**config.mk**
```make
export PLATFORM = sky130hd
export DESIGN_NAME = csr_top
export DESIGN_NICKNAME = d
export VERILOG_FILES = /design/src/design/csr_pkg.sv /design/src/design/csr_bus_if.sv /design/src/design/csr_access.sv /design/src/design/csr_trap_regs.sv /design/src/design/hpm_counter.sv /design/src/design/hpm_unit.sv /design/src/design/csr_top.sv
export SDC_FILE = /design/constraint.sdc
export NUM_CORES = 1
export LEC_CHECK = 0
export BUFFER_PORTS_ARGS = -buffer_cell sky130_fd_sc_hd__buf_2
export CAP_MARGIN = 20
export CORE_ASPECT_RATIO = 1.25
export CORE_MARGIN = 2
export CORE_UTILIZATION = 40
export CTS_BUF_LIST = sky130_fd_sc_hd__clkbuf_8 sky130_fd_sc_hd__clkbuf_16
export DETAILED_ROUTE_END_ITERATION = 16
export PLACE_DENSITY = 0.61
export SYNTH_ARGS = -nofsm -noshare
export SYNTH_HDL_FRONTEND = slang
export SYNTH_SLANG_ARGS = --single-unit
```
**constraint.sdc**
```tcl
create_clock -name clk -period 3.6 [get_ports clk]
set_input_delay 0.72 -clock clk [delete_from_list [all_inputs] [get_ports clk]]
set_output_delay 0.72 -clock clk [all_outputs]
set_load 0.02 [all_outputs]
```
**src/design/csr_pkg.sv**
```systemverilog
`default_nettype none

package csr_pkg;

  localparam int XLEN        = 32;  // Data word width
  localparam int CNT_W       = 64;  // Counter width
  localparam int CAUSE_W     = 6;   // Stored cause, bit 5 flags an interrupt
  localparam int HPM_EVENT_W = 16;  // Selectable event bits

  // Machine-mode CSR addresses
  typedef enum logic [11:0] {
    CSR_MSTATUS       = 12'h300,
    CSR_MISA          = 12'h301,
    CSR_MIE           = 12'h304,
    CSR_MTVEC         = 12'h305,
    CSR_MCOUNTINHIBIT = 12'h320,
    CSR_MHPMEVENT3    = 12'h323,  // First selector, others follow by offset
    CSR_MHPMEVENT4    = 12'h324,
    CSR_MHPMEVENT31   = 12'h33F,  // Last selector
    CSR_MSCRATCH      = 12'h340,
    CSR_MEPC          = 12'h341,
    CSR_MCAUSE        = 12'h342,
    CSR_MIP           = 12'h344,
    CSR_MCYCLE        = 12'hB00,  // Counter low words from here
    CSR_MINSTRET      = 12'hB02,
    CSR_MHPMCOUNTER3  = 12'hB03,
    CSR_MHPMCOUNTER4  = 12'hB04,
    CSR_MHPMCOUNTER31 = 12'hB1F,
    CSR_MCYCLEH       = 12'hB80,  // Counter high words from here
    CSR_MINSTRETH     = 12'hB82,
    CSR_MHPMCOUNTER3H = 12'hB83,
    CSR_MHPMCOUNTER4H = 12'hB84,
    CSR_MHPMCOUNTER31H = 12'hB9F,
    CSR_MVENDORID     = 12'hF11,
    CSR_MARCHID       = 12'hF12,
    CSR_MIMPID        = 12'hF13,
    CSR_MHARTID       = 12'hF14
  } csr_num_e;

  // Access operation from the pipeline
  typedef enum logic [1:0] {
    CSR_OP_READ  = 2'b00,
    CSR_OP_WRITE = 2'b01,
    CSR_OP_SET   = 2'b10,
    CSR_OP_CLEAR = 2'b11
  } csr_op_e;

  localparam logic [XLEN-1:0] IRQ_MASK = 32'hFFFF_0888;  // Fast irqs, MEI, MTI, MSI

  localparam logic [XLEN-1:0] MISA_VALUE = (32'd1 << 30)  // MXL, RV32
                                         | (32'd1 << 20)  // U
                                         | (32'd1 << 12)  // M
                                         | (32'd1 << 8)   // I
                                         | (32'd1 << 5)   // F
                                         | (32'd1 << 2);  // C

  localparam logic [XLEN-1:0] MVENDORID_VALUE = 32'h0000_0602;  // Bank 0xC, offset 0x02
  localparam logic [XLEN-1:0] MARCHID_VALUE   = 32'd4;
  localparam logic [XLEN-1:0] MIMPID_VALUE    = 32'd1;

  localparam int MSTATUS_MIE_BIT  = 3;
  localparam int MSTATUS_MPIE_BIT = 7;
  localparam int MSTATUS_MPP_LO   = 11;  // Two bits, fixed machine mode

  localparam logic [1:0] MTVEC_MODE_RESET = 2'b01;  // Vectored after reset

  // Event indices, others reserved
  localparam int EVT_CYCLE    = 0;
  localparam int EVT_INSTRET  = 1;
  localparam int EVT_LD_STALL = 2;
  localparam int EVT_LOAD     = 5;
  localparam int EVT_STORE    = 6;
  localparam int EVT_BRANCH   = 8;

endpackage

`default_nettype wire

```
**src/design/csr_bus_if.sv**
```systemverilog
`timescale 1ns/1ps
`default_nettype none

interface csr_bus_if
  import csr_pkg::*;
();

  csr_num_e        addr;        // Access address
  logic [XLEN-1:0] wdata;       // Resolved write data
  logic            we;          // Write strobe, low on READ
  logic [XLEN-1:0] trap_rdata;  // Trap and identity registers
  logic [XLEN-1:0] hpm_rdata;   // Counter block

  modport access (output addr, wdata, we, input trap_rdata, hpm_rdata);
  modport trap (input addr, wdata, we, output trap_rdata);
  modport hpm (input addr, wdata, we, output hpm_rdata);

endinterface

`default_nettype wire

```
**src/design/csr_access.sv**
```systemverilog
`timescale 1ns/1ps
`default_nettype none

module csr_access
  import csr_pkg::*;
(
  input  csr_op_e          csr_op_i,     // Operation from pipeline
  input  logic [XLEN-1:0]  csr_wdata_i,  // Operand from pipeline
  input  csr_num_e         csr_addr_i,   // Target register
  output logic [XLEN-1:0]  csr_rdata_o,  // Current value, same cycle
  csr_bus_if.access        bus
);

  logic [XLEN-1:0] rdata;  // Merged read word

  // Units return zero outside their own range
  assign rdata       = bus.trap_rdata | bus.hpm_rdata;
  assign csr_rdata_o = rdata;
  assign bus.addr    = csr_addr_i;

  always_comb begin  // Resolve op into write data
    bus.wdata = csr_wdata_i;
    bus.we    = 1'b1;
    case (csr_op_i)
      CSR_OP_WRITE: bus.wdata = csr_wdata_i;
      CSR_OP_SET:   bus.wdata = rdata | csr_wdata_i;   // Set the given bits
      CSR_OP_CLEAR: bus.wdata = rdata & ~csr_wdata_i;  // Clear the given bits
      CSR_OP_READ:  bus.we    = 1'b0;                  // Plain read
      default:      bus.we    = 1'b0;
    endcase
  end

endmodule

`default_nettype wire

```
**src/design/csr_trap_regs.sv**
```systemverilog
`timescale 1ns/1ps
`default_nettype none

module csr_trap_regs
  import csr_pkg::*;
(
  input  logic               clk,
  input  logic               rst_n,
  csr_bus_if.trap            bus,
  input  logic [XLEN-1:0]    hart_id_i,
  input  logic [XLEN-1:0]    mip_i,             // Pending irqs, read only
  input  logic [XLEN-1:0]    mtvec_addr_i,      // Boot vector
  input  logic               csr_mtvec_init_i,  // Load mtvec from boot vector
  input  logic [XLEN-1:0]    pc_if_i,
  input  logic [XLEN-1:0]    pc_id_i,
  input  logic [XLEN-1:0]    pc_ex_i,
  input  logic               csr_save_if_i,
  input  logic               csr_save_id_i,
  input  logic               csr_save_ex_i,
  input  logic               csr_save_cause_i,  // Trap entry
  input  logic               csr_restore_mret_i,
  input  logic [CAUSE_W-1:0] csr_cause_i,
  output logic [23:0]        mtvec_o,
  output logic [1:0]         mtvec_mode_o,
  output logic [XLEN-1:0]    mepc_o,
  output logic [XLEN-1:0]    mie_bypass_o,
  output logic               m_irq_enable_o
);

  logic               mstatus_mie_q, mstatus_mie_n;
  logic               mstatus_mpie_q, mstatus_mpie_n;
  logic [XLEN-1:0]    mie_q, mie_n;
  logic [XLEN-1:0]    mepc_q, mepc_n;
  logic [XLEN-1:0]    mscratch_q, mscratch_n;
  logic [CAUSE_W-1:0] mcause_q, mcause_n;
  logic [23:0]        mtvec_q, mtvec_n;
  logic [1:0]         mtvec_mode_q, mtvec_mode_n;
  logic [XLEN-1:0]    mstatus_rd;    // Assembled mstatus view
  logic [XLEN-1:0]    exception_pc;  // PC saved on trap

  always_comb begin
    mstatus_rd                      = '0;
    mstatus_rd[MSTATUS_MIE_BIT]     = mstatus_mie_q;
    mstatus_rd[MSTATUS_MPIE_BIT]    = mstatus_mpie_q;
    mstatus_rd[MSTATUS_MPP_LO +: 2] = 2'b11;  // Always machine mode
  end

  always_comb begin  // Own addresses only
    case (bus.addr)
      CSR_MSTATUS:   bus.trap_rdata = mstatus_rd;
      CSR_MISA:      bus.trap_rdata = MISA_VALUE;
      CSR_MIE:       bus.trap_rdata = mie_q;
      CSR_MTVEC:     bus.trap_rdata = {mtvec_q, 6'h0, mtvec_mode_q};
      CSR_MSCRATCH:  bus.trap_rdata = mscratch_q;
      CSR_MEPC:      bus.trap_rdata = mepc_q;
      CSR_MCAUSE:    bus.trap_rdata = {mcause_q[5], 26'b0, mcause_q[4:0]};  // Irq flag to MSB
      CSR_MIP:       bus.trap_rdata = mip_i;
      CSR_MHARTID:   bus.trap_rdata = hart_id_i;
      CSR_MVENDORID: bus.trap_rdata = MVENDORID_VALUE;
      CSR_MARCHID:   bus.trap_rdata = MARCHID_VALUE;
      CSR_MIMPID:    bus.trap_rdata = MIMPID_VALUE;
      default:       bus.trap_rdata = '0;
    endcase
  end

  always_comb begin  // Trap PC select, ID stage by default
    case (1'b1)
      csr_save_if_i: exception_pc = pc_if_i;
      csr_save_id_i: exception_pc = pc_id_i;
      csr_save_ex_i: exception_pc = pc_ex_i;
      default:       exception_pc = pc_id_i;
    endcase
  end

  always_comb begin  // Next state
    mstatus_mie_n  = mstatus_mie_q;
    mstatus_mpie_n = mstatus_mpie_q;
    mie_n          = mie_q;
    mepc_n         = mepc_q;
    mscratch_n     = mscratch_q;
    mcause_n       = mcause_q;
    mtvec_n        = csr_mtvec_init_i ? mtvec_addr_i[31:8] : mtvec_q;  // Boot load
    mtvec_mode_n   = mtvec_mode_q;
    if (bus.we) begin
      case (bus.addr)
        CSR_MSTATUS: begin
          mstatus_mie_n  = bus.wdata[MSTATUS_MIE_BIT];
          mstatus_mpie_n = bus.wdata[MSTATUS_MPIE_BIT];
        end
        CSR_MIE:      mie_n      = bus.wdata & IRQ_MASK;
        CSR_MTVEC: begin
          mtvec_n      = bus.wdata[31:8];
          mtvec_mode_n = {1'b0, bus.wdata[0]};  // Direct or vectored
        end
        CSR_MSCRATCH: mscratch_n = bus.wdata;
        CSR_MEPC:     mepc_n     = {bus.wdata[XLEN-1:1], 1'b0};  // Halfword aligned
        CSR_MCAUSE:   mcause_n   = {bus.wdata[31], bus.wdata[4:0]};
        default: ;
      endcase
    end
    if (csr_save_cause_i) begin  // Trap entry overrides a write
      mepc_n         = {exception_pc[XLEN-1:1], 1'b0};
      mcause_n       = csr_cause_i;
      mstatus_mpie_n = mstatus_mie_q;
      mstatus_mie_n  = 1'b0;
    end else if (csr_restore_mret_i) begin
      mstatus_mie_n  = mstatus_mpie_q;
      mstatus_mpie_n = 1'b1;
    end
  end

  always_ff @(posedge clk or negedge rst_n) begin
    if (!rst_n) begin
      mstatus_mie_q  <= 1'b0;
      mstatus_mpie_q <= 1'b0;
      mie_q          <= '0;
      mepc_q         <= '0;
      mcause_q       <= '0;
      mtvec_q        <= '0;
      mtvec_mode_q   <= MTVEC_MODE_RESET;
    end else begin
      mstatus_mie_q  <= mstatus_mie_n;
      mstatus_mpie_q <= mstatus_mpie_n;
      mie_q          <= mie_n;
      mepc_q         <= mepc_n;
      mcause_q       <= mcause_n;
      mtvec_q        <= mtvec_n;
      mtvec_mode_q   <= mtvec_mode_n;
    end
  end

  always_ff @(posedge clk) begin  // Scratch word
    mscratch_q <= mscratch_n;
  end

  // New mie seen by the irq controller in the write cycle
  assign mie_bypass_o   = (bus.we && bus.addr == CSR_MIE) ? (bus.wdata & IRQ_MASK) : mie_q;
  assign m_irq_enable_o = mstatus_mie_q;
  assign mtvec_o        = mtvec_q;
  assign mtvec_mode_o   = mtvec_mode_q;
  assign mepc_o         = mepc_q;

endmodule

`default_nettype wire

```
**src/design/hpm_counter.sv**
```systemverilog
`timescale 1ns/1ps
`default_nettype none

module hpm_counter
  import csr_pkg::*;
(
  input  logic             clk,
  input  logic             rst_n,
  input  logic             wr_lo_i,  // Write low word
  input  logic             wr_hi_i,  // Write high word
  input  logic             inc_i,    // Count one
  input  logic [XLEN-1:0]  wdata_i,
  output logic [CNT_W-1:0] count_o
);

  logic [CNT_W-1:0] count_q;

  always_ff @(posedge clk or negedge rst_n) begin
    if (!rst_n) begin
      count_q <= '0;
    end else if (wr_lo_i) begin
      count_q[XLEN-1:0] <= wdata_i;  // Write beats increment
    end else if (wr_hi_i) begin
      count_q[CNT_W-1:XLEN] <= wdata_i;
    end else if (inc_i) begin
      count_q <= count_q + 1'b1;
    end
  end

  assign count_o = count_q;

endmodule

`default_nettype wire

```
**src/design/hpm_unit.sv**
```systemverilog
`timescale 1ns/1ps
`default_nettype none

module hpm_unit
  import csr_pkg::*;
#(
  parameter int N_HPM_COUNTERS = 1  // Programmable counters, 1 to 29
) (
  input  logic                   clk,
  input  logic                   rst_n,
  csr_bus_if.hpm                 bus,
  input  logic [HPM_EVENT_W-1:0] hpm_event_i
);

  localparam int NCNT = N_HPM_COUNTERS + 2;  // Plus mcycle and minstret

  logic [NCNT-1:0]                            inhibit_q;  // Packed, no time bit
  logic [N_HPM_COUNTERS-1:0][HPM_EVENT_W-1:0] evt_sel_q;  // mhpmevent selectors
  logic [NCNT-1:0][CNT_W-1:0]                 count;
  logic [NCNT-1:0]                            sel_lo;     // Low word addressed
  logic [NCNT-1:0]                            sel_hi;     // High word addressed
  logic [NCNT-1:0]                            inc;
  logic [HPM_EVENT_W-1:0]                     events;     // Defined events only

  // Counter slot to CSR offset, skipping the time slot
  function automatic int cnt_off(input int k);
    return (k == 0) ? 0 : k + 1;
  endfunction

  always_comb begin
    events               = '0;
    events[EVT_CYCLE]    = 1'b1;  // Cycle event always on
    events[EVT_INSTRET]  = hpm_event_i[EVT_INSTRET];
    events[EVT_LD_STALL] = hpm_event_i[EVT_LD_STALL];
    events[EVT_LOAD]     = hpm_event_i[EVT_LOAD];
    events[EVT_STORE]    = hpm_event_i[EVT_STORE];
    events[EVT_BRANCH]   = hpm_event_i[EVT_BRANCH];
  end

  for (genvar k = 0; k < NCNT; k++) begin : gen_cnt
    assign sel_lo[k] = (bus.addr == 12'(CSR_MCYCLE + cnt_off(k)));
    assign sel_hi[k] = (bus.addr == 12'(CSR_MCYCLEH + cnt_off(k)));
    if (k == 0) begin : gen_mcycle
      assign inc[k] = !inhibit_q[k];
    end else if (k == 1) begin : gen_minstret
      assign inc[k] = !inhibit_q[k] && events[EVT_INSTRET];
    end else begin : gen_mhpm
      assign inc[k] = !inhibit_q[k] && |(evt_sel_q[k-2] & events);  // Any selected event
    end
    hpm_counter counter_inst (
      .clk     (clk),
      .rst_n   (rst_n),
      .wr_lo_i (bus.we && sel_lo[k]),
      .wr_hi_i (bus.we && sel_hi[k]),
      .inc_i   (inc[k]),
      .wdata_i (bus.wdata),
      .count_o (count[k])
    );
  end

  always_ff @(posedge clk or negedge rst_n) begin
    if (!rst_n) begin
      inhibit_q <= '1;  // All counters stopped
      evt_sel_q <= '0;
    end else if (bus.we) begin
      if (bus.addr == CSR_MCOUNTINHIBIT) begin
        for (int k = 0; k < NCNT; k++) begin
          inhibit_q[k] <= bus.wdata[cnt_off(k)];
        end
      end
      for (int j = 0; j < N_HPM_COUNTERS; j++) begin
        if (bus.addr == 12'(CSR_MHPMEVENT3 + j)) begin
          evt_sel_q[j] <= bus.wdata[HPM_EVENT_W-1:0];
        end
      end
    end
  end

  always_comb begin  // Read mux, zero outside range
    bus.hpm_rdata = '0;
    for (int k = 0; k < NCNT; k++) begin
      if (sel_lo[k]) bus.hpm_rdata = count[k][XLEN-1:0];
      if (sel_hi[k]) bus.hpm_rdata = count[k][CNT_W-1:XLEN];
    end
    for (int j = 0; j < N_HPM_COUNTERS; j++) begin
      if (bus.addr == 12'(CSR_MHPMEVENT3 + j)) bus.hpm_rdata = XLEN'(evt_sel_q[j]);
    end
    if (bus.addr == CSR_MCOUNTINHIBIT) begin
      for (int k = 0; k < NCNT; k++) begin
        bus.hpm_rdata[cnt_off(k)] = inhibit_q[k];
      end
    end
  end

endmodule

`default_nettype wire

```
**src/design/csr_top.sv**
```systemverilog
`timescale 1ns/1ps
`default_nettype none

module csr_top
  import csr_pkg::*;
#(
  parameter int N_HPM_COUNTERS = 1
) (
  input  logic                   clk,
  input  logic                   rst_n,
  input  logic [XLEN-1:0]        hart_id_i,
  input  csr_num_e               csr_addr_i,
  input  csr_op_e                csr_op_i,
  input  logic [XLEN-1:0]        csr_wdata_i,
  output logic [XLEN-1:0]        csr_rdata_o,
  input  logic [XLEN-1:0]        mtvec_addr_i,
  input  logic                   csr_mtvec_init_i,
  output logic [23:0]            mtvec_o,
  output logic [1:0]             mtvec_mode_o,
  output logic [XLEN-1:0]        mepc_o,
  output logic [XLEN-1:0]        mie_bypass_o,
  input  logic [XLEN-1:0]        mip_i,
  output logic                   m_irq_enable_o,
  input  logic [XLEN-1:0]        pc_if_i,
  input  logic [XLEN-1:0]        pc_id_i,
  input  logic [XLEN-1:0]        pc_ex_i,
  input  logic                   csr_save_if_i,
  input  logic                   csr_save_id_i,
  input  logic                   csr_save_ex_i,
  input  logic                   csr_save_cause_i,
  input  logic                   csr_restore_mret_i,
  input  logic [CAUSE_W-1:0]     csr_cause_i,
  input  logic [HPM_EVENT_W-1:0] hpm_event_i  // Cycle bit unused
);

  csr_bus_if csr_bus ();  // Access logic to register units

  csr_access access_inst (
    .csr_op_i    (csr_op_i),
    .csr_wdata_i (csr_wdata_i),
    .csr_addr_i  (csr_addr_i),
    .csr_rdata_o (csr_rdata_o),
    .bus         (csr_bus)
  );

  csr_trap_regs trap_regs_inst (
    .clk                (clk),
    .rst_n              (rst_n),
    .bus                (csr_bus),
    .hart_id_i          (hart_id_i),
    .mip_i              (mip_i),
    .mtvec_addr_i       (mtvec_addr_i),
    .csr_mtvec_init_i   (csr_mtvec_init_i),
    .pc_if_i            (pc_if_i),
    .pc_id_i            (pc_id_i),
    .pc_ex_i            (pc_ex_i),
    .csr_save_if_i      (csr_save_if_i),
    .csr_save_id_i      (csr_save_id_i),
    .csr_save_ex_i      (csr_save_ex_i),
    .csr_save_cause_i   (csr_save_cause_i),
    .csr_restore_mret_i (csr_restore_mret_i),
    .csr_cause_i        (csr_cause_i),
    .mtvec_o            (mtvec_o),
    .mtvec_mode_o       (mtvec_mode_o),
    .mepc_o             (mepc_o),
    .mie_bypass_o       (mie_bypass_o),
    .m_irq_enable_o     (m_irq_enable_o)
  );

  hpm_unit #(
    .N_HPM_COUNTERS (N_HPM_COUNTERS)
  ) hpm_unit_inst (
    .clk         (clk),
    .rst_n       (rst_n),
    .bus         (csr_bus),
    .hpm_event_i (hpm_event_i)
  );

endmodule

`default_nettype wire

```
* Word-level counts from Yosys, hierarchy flattened *
Cells that the tools add are included.

operators by class
  add/subtract/negate cells = 3
  equality and inequality tests = 29
  multiplexer cells = 45
  bitwise operators = 9
  reduce and logical (&&, ||, !) cells = 34

operator list
  cell                   number
  $mux 32                23
  $pmux 32 s12           1
  $add 64x1->64 const B  3
  $mux 64                3
  $eq 12x10->1 const B   10
  $eq 12x12->1 const B   10
  $mux 24                3
  $or 32x32->32          2
  $pmux 32 s2            1
  $and 32x32->32         1
  $not 32->32            1
  $reduce_and 2->1       14
  $mux 6                 3
  $and 16x9->16          1
  $reduce_or 16->1       1
  $ne 2x2->1 const B     6
  $reduce_bool 2->1      6
  $mux 1                 10
  $logic_and 1x1->1      9
  $eq 2x2->1 const B     2
  $not 1->1              4
  $ne 3x3->1 const B     1
  $reduce_bool 3->1      1
  $logic_not 1->1        2
  other kinds (2)        2

storage, ports and cells
  register bits = 327
  input port bits = 268
  output and inout port bits = 123
  word-level logic and storage cells = 136

* Depth between registers and ports, before layout *
Gate-level depths: netlist (run 1).

  word-level depth = 16
  depth in mapped cells = 12

* Modules after synthesis *
From an unflattened synthesis (run 1), not the netlist that was laid out.

unflattened totals
  cells, all modules = 2680
  area total of the unflattened synthesis = 23645.2 µm²

by module, submodules not included
  module         instances  cells an instance  area an instance (µm²)  seq. area each (µm²)
  hpm_counter    3          523                4351.7                  1601.5
  csr_trap_regs  1          662                6985.4                  3039.2
  hpm_unit       1          333                2772.7                  479.2
  csr_access     1          116                832.0                   0.0

* Worst setup path after synthesis (run 1) *
OpenSTA, ideal clock, no wires.

  path kind = in2reg
  start point = input port csr_addr_i[0]
  end point = register trap_regs_inst.mscratch_q[0], enable pin
  library setup time = 502 ps
  arrival = 4836 ps
  setup slack = -1738 ps
  stages on the path = 4
  buffers on the path = 2
  path through = buf_2 > or4_1 > buf_2 > nor4_1

on the way
  longest elaborated chain between the ends = 2

ends and longest elaborated chain
  element                            RTL line              text
  from (decl)                        csr_top.sv:12         input csr_num_e csr_addr_i,
  $eq 12x10->1                       csr_trap_regs.sv:85   case (bus.addr)
  $reduce_and 2->1 (no source line)  n/a
  to (signal assigned)               csr_trap_regs.sv:133  mscratch_q <= mscratch_n;
  to (decl)                          csr_trap_regs.sv:34   logic [XLEN-1:0] mscratch_q, mscratch_n;

No other way between the ends.
A chain may end at the register's enable or synchronous reset.

* Final worst setup path (run 1) *
  start point = input port csr_addr_i[5]
  end point = output port mie_bypass_o[27]

on the way
  longest elaborated chain between the ends = 12
  elaborated cells on any way between the ends = 33
  those cells by class = 19 x eq/ne; 10 x mux; 3 x bitwise; 1 x reduce/logical

ends and longest elaborated chain
  element                                          RTL line                            text
  $eq 12x12->1                                     hpm_unit.sv:41                      assign sel_lo[k] = (bus.addr == 12'(CSR_MCYCLE + cnt_off(k)));
  $mux 32                                          hpm_unit.sv:82                      if (sel_lo[k]) bus.hpm_rdata = count[k][XLEN-1:0];
  $mux 32                                          hpm_unit.sv:83                      if (sel_hi[k]) bus.hpm_rdata = count[k][CNT_W-1:XLEN];
  $mux 32                                          hpm_unit.sv:82
  $mux 32                                          hpm_unit.sv:83
  $mux 32                                          hpm_unit.sv:82
  $mux 32                                          hpm_unit.sv:83
  $mux 32                                          hpm_unit.sv:86                      if (bus.addr == 12'(CSR_MHPMEVENT3 + j)) bus.hpm_rdata = XLEN'(evt_sel_q[j]);
  $or 32x32->32                                    csr_access.sv:17                    assign rdata = bus.trap_rdata | bus.hpm_rdata;
  $and 32x32->32 or $or 32x32->32 (tied branches)  csr_access.sv:27, csr_access.sv:26
  $pmux 32 s2                                      csr_access.sv:24                    case (csr_op_i)
  $mux 32 (*)                                      csr_trap_regs.sv:137                assign mie_bypass_o = (bus.we && bus.addr == CSR_MIE) ? (bus.wdata & IRQ_MASK) : mie_q;
  to (decl)                                        csr_top.sv:21                       output logic [XLEN-1:0] mie_bypass_o,

Mark *: on every way between the ends. The rest lies on a longest branch, timed or not.

==> results of run 1 <==
## registers in the layout, indices dropped and copies added (netlist names)
| register | count |
|---|---|
| hpm_unit_inst.evt_sel_q | 16 |
| hpm_unit_inst.gen_cnt.counter_inst.count_o | 192 |
| hpm_unit_inst.inhibit_q | 3 |
| trap_regs_inst.m_irq_enable_o | 1 |
| trap_regs_inst.mcause_q | 6 |
| trap_regs_inst.mepc_o | 31 |
| trap_regs_inst.mie_q | 19 |
| trap_regs_inst.mscratch_q | 32 |
| trap_regs_inst.mstatus_mpie_q | 1 |
| trap_regs_inst.mtvec_mode_o | 1 |
| trap_regs_inst.mtvec_o | 24 |
## metrics by stage
step	instances	cell area, um2	worst slack (ns)
6_report	4114	31140	-0.1227
5_1_grt	4111	31140	-0.1684
4_1_cts	4066	30290	-0.1674
3_5_place_dp	3956	27810	-0.5103
3_3_place_gp	3956	27810	-0.5067
2_1_floorplan	2642	22340	-0.01161
## per-layer routing
layer | wire (um) | vias up | share of wire (%)
li1 | - | 11340 | -
met1 | 46730 | 13320 | 35
met2 | 60520 | 1846 | 45
met3 | 13780 | 554 | 10
met4 | 12920 | 4 | 9.6
met5 | 25 | - | 0.019
## cell type report
| cell class | instances | area, um2 |
|---|---|---|
| inverters | 69 | 259.0 |
| flip-flops and latches | 326 | 8323 |
| well taps | 735 | 919.6 |
| fillers | 5131 | 23750 |
| diodes | 7 | 17.52 |
| clock buffers | 51 | 1141 |
| multi-input cells | 2039 | 13680 |
| repair buffers | 868 | 6633 |
| clock inverters | 19 | 175.2 |
## report_power, final
group | leakage [nW] | switching (mW) | internal (mW)
Sequential | 4.09 | 0.356 | 3.90
Combinational | 8.91 | 1.13 | 0.697
Clock | 0.667 | 1.81 | 2.38
## critical path, cell delays in order
cell,delay (ns)
buf_8,0.11
or4b_4,0.56
buf_12,0.17
nor2_4,0.18
buf_4,0.14
o2bb2ai_2,0.12
o21ai_2,0.12
buf_6,0.15
o21ai_4,0.16
a22oi_2,0.07
buf_4,0.16
a21oi_4,0.17
buf_6,0.15
## synthesized netlist by cell type (21+ instances only)
cell type | instances | area share, %
a211oi_1 | 47 | 1.6
a21oi_1 | 206 | 4.7
a221oi_1 | 22 | 0.87
a22oi_1 | 72 | 2.4
a31oi_1 | 30 | 0.85
and2_1 | 22 | 0.62
and3_1 | 55 | 1.6
and4_1 | 21 | 0.83
buf_2 | 49 | 1.1
buf_4 | 21 | 0.71
clkbuf_1 | 123 | 2.1
dfrtp_1 | 290 | 33
edfxtp_1 | 32 | 4.3
inv_1 | 66 | 1.1
mux2_2 | 30 | 1.5
mux2i_1 | 84 | 3.8
nand2_1 | 265 | 4.5
nand3_1 | 125 | 2.8
nand4_1 | 73 | 2.1
nor2_1 | 186 | 3.1
nor2b_1 | 27 | 0.76
nor3_1 | 62 | 1.4
nor4_1 | 21 | 0.59
o21ai_0 | 204 | 4.6
o22ai_1 | 61 | 1.7
xnor2_1 | 48 | 1.9
xor2_1 | 40 | 1.6
## how the worst max path moves through the flow
stage             startpoint               end  slack [ns]  cells after the start
2_1_floorplan  csr_addr_i[4]  mie_bypass_o[24]       -0.01                     10
3_3_place_gp   csr_addr_i[5]   mie_bypass_o[7]       -0.51                     11
3_5_place_dp   csr_addr_i[5]   mie_bypass_o[7]       -0.51                     11
4_1_cts        csr_addr_i[0]  mie_bypass_o[11]       -0.17                     10
5_1_grt        csr_addr_i[5]  mie_bypass_o[27]       -0.17                     13
6_report       csr_addr_i[5]  mie_bypass_o[27]       -0.12                     13
## repair_timing
action	in CTS	in global routing
pin swaps	53	62
gates resized for setup	192	98
gates cloned	2	2
buffers inserted	42	42
setup endpoints to repair	40	36
## kinds of logic (layout without fill, tap and decap cells)
| group | after synthesis | in the layout | synth area share (%) |
|---|---|---|---|
| fa+ha+maj | 3 | 3 | 0.1693 |
| other cells | 1 | 22 | 0.01691 |
| mux | 114 | 114 | 5.316 |
| compound gates | 866 | 866 | 25.87 |
| xor+xnor | 88 | 88 | 3.476 |
| flops | 326 | 326 | 37.54 |
| buf+inv | 277 | 1007 | 5.389 |
| simple gates | 953 | 953 | 22.22 |
==> flow_summary.ini, run 1 <==
[clocking]
cts_buffers = 39
clk_path_buf_depth = 3
cts_max_level = 2
cts_root_buf = clkbuf_16
cts_tree = built
cts.sinks = 326
clk_pin_slew_worst_paths_ns = 0.06
cts_hold_buf = 0
clkLatencyLatePin_ns = 0.60

[yosys]
syn_avg_cell_area_um2 = 8.437
synth_edf_count = 32
synth_flop_cell = dfrtp_1
ys_types = 107
yosysSeqAreaShare_pct = 37.54
yosysWarningCount = 0
synthArstFlopShare_pct = 90.18
ys_ff_latch = 326
syn_area_um2 = 22170
netlist_instances = 2628

[run_status]
violations = negative setup slack
status = complete, but fails checks

[critical_path]
r2r_slack_ns = 0.29
crit_type = input pin to output pin
rr_worst_depth = 8
timing.rr.start = hpm_unit_inst.gen_cnt[0].counter_inst.count_o[0]
start_kind = input pin
crit_arrival_ns = 3.00
path_max_fanout = 5
required_ns = 2.88
end_kind = output pin

[power]
p_total_mw = 10.27
leakage_nw = 13.66
irDropWorstVdd_v = 0.0002923
power.density_nw_per_um2 = 329.7

[global_routing]
grt_pass1_vias = 26330
grt_pass1_wl_mm = 188.1
gr-total-overflow = 0
groute.usage.overall_pct = 45.52
grt_antenna_before_repair = 10
met3_usage_pct = 11.36
gr-usage-met2_pct = 73.43
grt-busiest-layer = met2
grt_max_degree = 94
gr-usage-met1_pct = 51.55

[flow_run]
cap_violations = 0

[route]
vias = 27060
drt_pass1_iterations = 9
wl_per_cell_um = 32.57
viasPerCell = 6.579
first_iter_violations = 3458
wl_mm = 134.0
ant_nets = 0
drc = 0

[placed_design]
routabilityCongestion = 1.046
io_buffers = 353
dp_hpwl_mm = 104.6

[timing]
finalHoldViolCount = 0
fmax_ghz = 0.2686
fin_worst_skew_ns = 0.02981
min_period_over_period_pct = 103.4
rsz0062_at_grt = yes
hold_ws_ns = 0.1219
period_minus_slack_ns = 3.723
maxSlewHeadroom_pct = 40.12
finalWorstSetupSlack_ns = -0.1227
worstMarginPinSlew_ns = 0.8983
setup_violations = 14
report.final.slew_viol_count = 0
fin_tns_setup_ns = -0.8910

[cells_and_area]
drive_gt1_share_pct = 34.55
mostFrequentLayoutCells = buf_4, buf_2, dfrtp_1, nand2_1, o21ai_0
final_util_pct = 56.74
syn2layout_area_growth_pct = 40.47
final_common_cell = buf_4
final_nets = 3614

[die]
fp-row-count = 96
core-area_um2 = 54890
ioPinCount = 391
initial_core_util_pct = 40.39
die_y_um = 267.2
die_x_um = 214.6
dieArea_um2 = 57340

[min_path]
min_path_type = input pin to asynchronous set/reset pin
No activity file was read; power rests on OpenSTA's default activity.
==> run 2, diff against run 1 <==
PLACE_DENSITY = 0.58   (was 0.61)
clock period = 4.45 ns   (was 3.6 ns; I/O delays follow)
==> flow_summary.ini, run 2 (same netlist as run 1, synthesis figures left out) <==
[run_status]
status = finished clean

[cells_and_area]
largest_register_ffs = 192
stdcell_area_um2 = 28010
final_nets = 3406
mostFrequentLayoutCells = buf_2, dfrtp_1, buf_4, nand2_1, a21oi_1
n_fill_cell = 5460
final_common_cell = buf_2
drive_gt1_share_pct = 26.24
syn2layout_area_growth_pct = 26.33

[timing]
fin_tns_setup_ns = 0
fin_worst_skew_ns = 0.02503
rsz0062_at_grt = no
report.final.slew_viol_count = 0
finalWorstSetupSlack_ns = 0.005911
fmax_ghz = 0.2250
worstMarginPinSlew_ns = 1.183
period_minus_slack_ns = 4.444
setup_violations = 0
maxSlewHeadroom_pct = 20.86
finalHoldViolCount = 0
min_period_over_period_pct = 99.87
hold_ws_ns = 0.2975

[route]
wl_mm = 128.0
viasPerCell = 6.536
wl_per_cell_um = 32.76
drt_pass1_iterations = 9
first_iter_violations = 3024
vias = 25540
drc = 0
ant_nets = 0

[critical_path]
rr_worst_depth = 7
crit_type = input pin to output pin
timing.rr.start = hpm_unit_inst.gen_cnt[0].counter_inst.count_o[3]
crit_buf_inv = 6
cp_top_family = buffers and inverters
required_ns = 3.56
path_max_fanout = 9
start_kind = input pin
r2r_slack_ns = 1.13
crit_arrival_ns = 3.55
max_stage_delay_ns = 0.63
cp_cell_sequence = buf_2, buf_4, nor4b_4, buf_4, buf_4, nand3_1, buf_4, o21ai_0, a211oi_1, o31ai_1, buf_2
end_kind = output pin
startpoint = csr_addr_i[7]
cpMostUsedCell = buf_4
cpMaxStageDelayCell = o31ai_1

[placed_design]
io_buffers = 353
post_dp_cell_area_um2 = 26580
dp_hpwl_mm = 100.5
routabilityCongestion = 1.019
pre_cts_ws_ns = -0.1705

[min_path]
min_path_type = input pin to asynchronous set/reset pin

[flow_run]
cap_violations = 0

[global_routing]
grt_max_degree = 95
grt_pass1_vias = 25210
gr-total-overflow = 0
grt_antenna_before_repair = 10
groute.usage.overall_pct = 44.02
grt_pass1_wl_mm = 181.2

[die]
dieArea_um2 = 57340
ioPinCount = 391
die_x_um = 214.6
initial_core_util_pct = 40.39
core-area_um2 = 54890
fp-row-count = 96
die_y_um = 267.2

[clocking]
clk_path_buf_depth = 3
cts_tree = built
clk_pin_slew_worst_paths_ns = 0.06
cts_buffers = 40
cts_hold_buf = 0
cts.sinks = 326
cts_root_buf = clkbuf_16
clkLatencyLatePin_ns = 0.60
cts_max_level = 2

[power]
irDropWorstVdd_v = 0.0002954
swShare_pct = 31.67
internal_power_mw = 5.530
power.density_nw_per_um2 = 288.9
pwr-share-seq_pct = 42.3
p_total_mw = 8.092
p_clk_share_pct = 41.3
leakage_nw = 12.19
p_sw_mw = 2.563
combPwrFrac_pct = 16.4
==> run 2: what timing repair did <==
action | 4_1_cts | 5_1_grt
pin swaps | 0 | 4
setup buffers | 0 | 4
gates resized for setup | 4 | 18
setup endpoints to repair | 3 | 15
==> run 2: cell type report <==
cell class / instances / area (um2) / share of cell area (%)
clock buffers: 48 / 1122 / 4.007
diodes: 6 / 15.01 / 0.05361
multi-input cells: 2039 / 12870 / 45.95
inverters: 69 / 259.0 / 0.9247
flip-flops and latches: 326 / 8323 / 29.72
repair buffers: 659 / 4329 / 15.46
clock inverters: 26 / 170.2 / 0.6075
well taps: 735 / 919.6 / 3.283
==> run 2: worst max-delay path by stage <==
stage / to / slack [ns] / cells after the start
floorplan: mie_bypass_o[27] / 0.08 / 10
global placement: mie_bypass_o[21] / -0.33 / 11
detailed placement: csr_rdata_o[1] / -0.17 / 11
CTS: mie_bypass_o[7] / 0.02 / 12
global route: csr_rdata_o[2] / 0.002 / 9
finish: csr_rdata_o[2] / 0.006 / 11
==> run 2: stage by stage <==
stage / util (%) / instances
after global placement: 48.42 / 3822
after detailed placement: 48.43 / 3823
after global routing: 51.01 / 3906
after CTS: 50.80 / 3897
after floorplan: - / 2642
final: 51.02 / 3908
==> run 2: routing by layer <==
metal / global-route usage [%] / part of all wire, % / up-vias
met1: 50.55 / 36 / 12520
met5: 0 / 0.030 / -
met3: 8.779 / 9.1 / 438
met2: 72.43 / 46 / 1645
met4: 34.14 / 9.3 / 6
li1: - / - / 10940
==> run 2: power by group through the flow <==
stage | clock network [mW] | logic (mW) | registers (mW)
2_1_floorplan | 0 | 0.550 | 3.40
3_3_place_gp | 0 | 1.28 | 3.46
3_5_place_dp | 0 | 1.29 | 3.46
4_1_cts | 3.35 | 1.30 | 3.41
5_1_grt | 3.47 | 1.39 | 3.43
6_report | 3.35 | 1.33 | 3.42
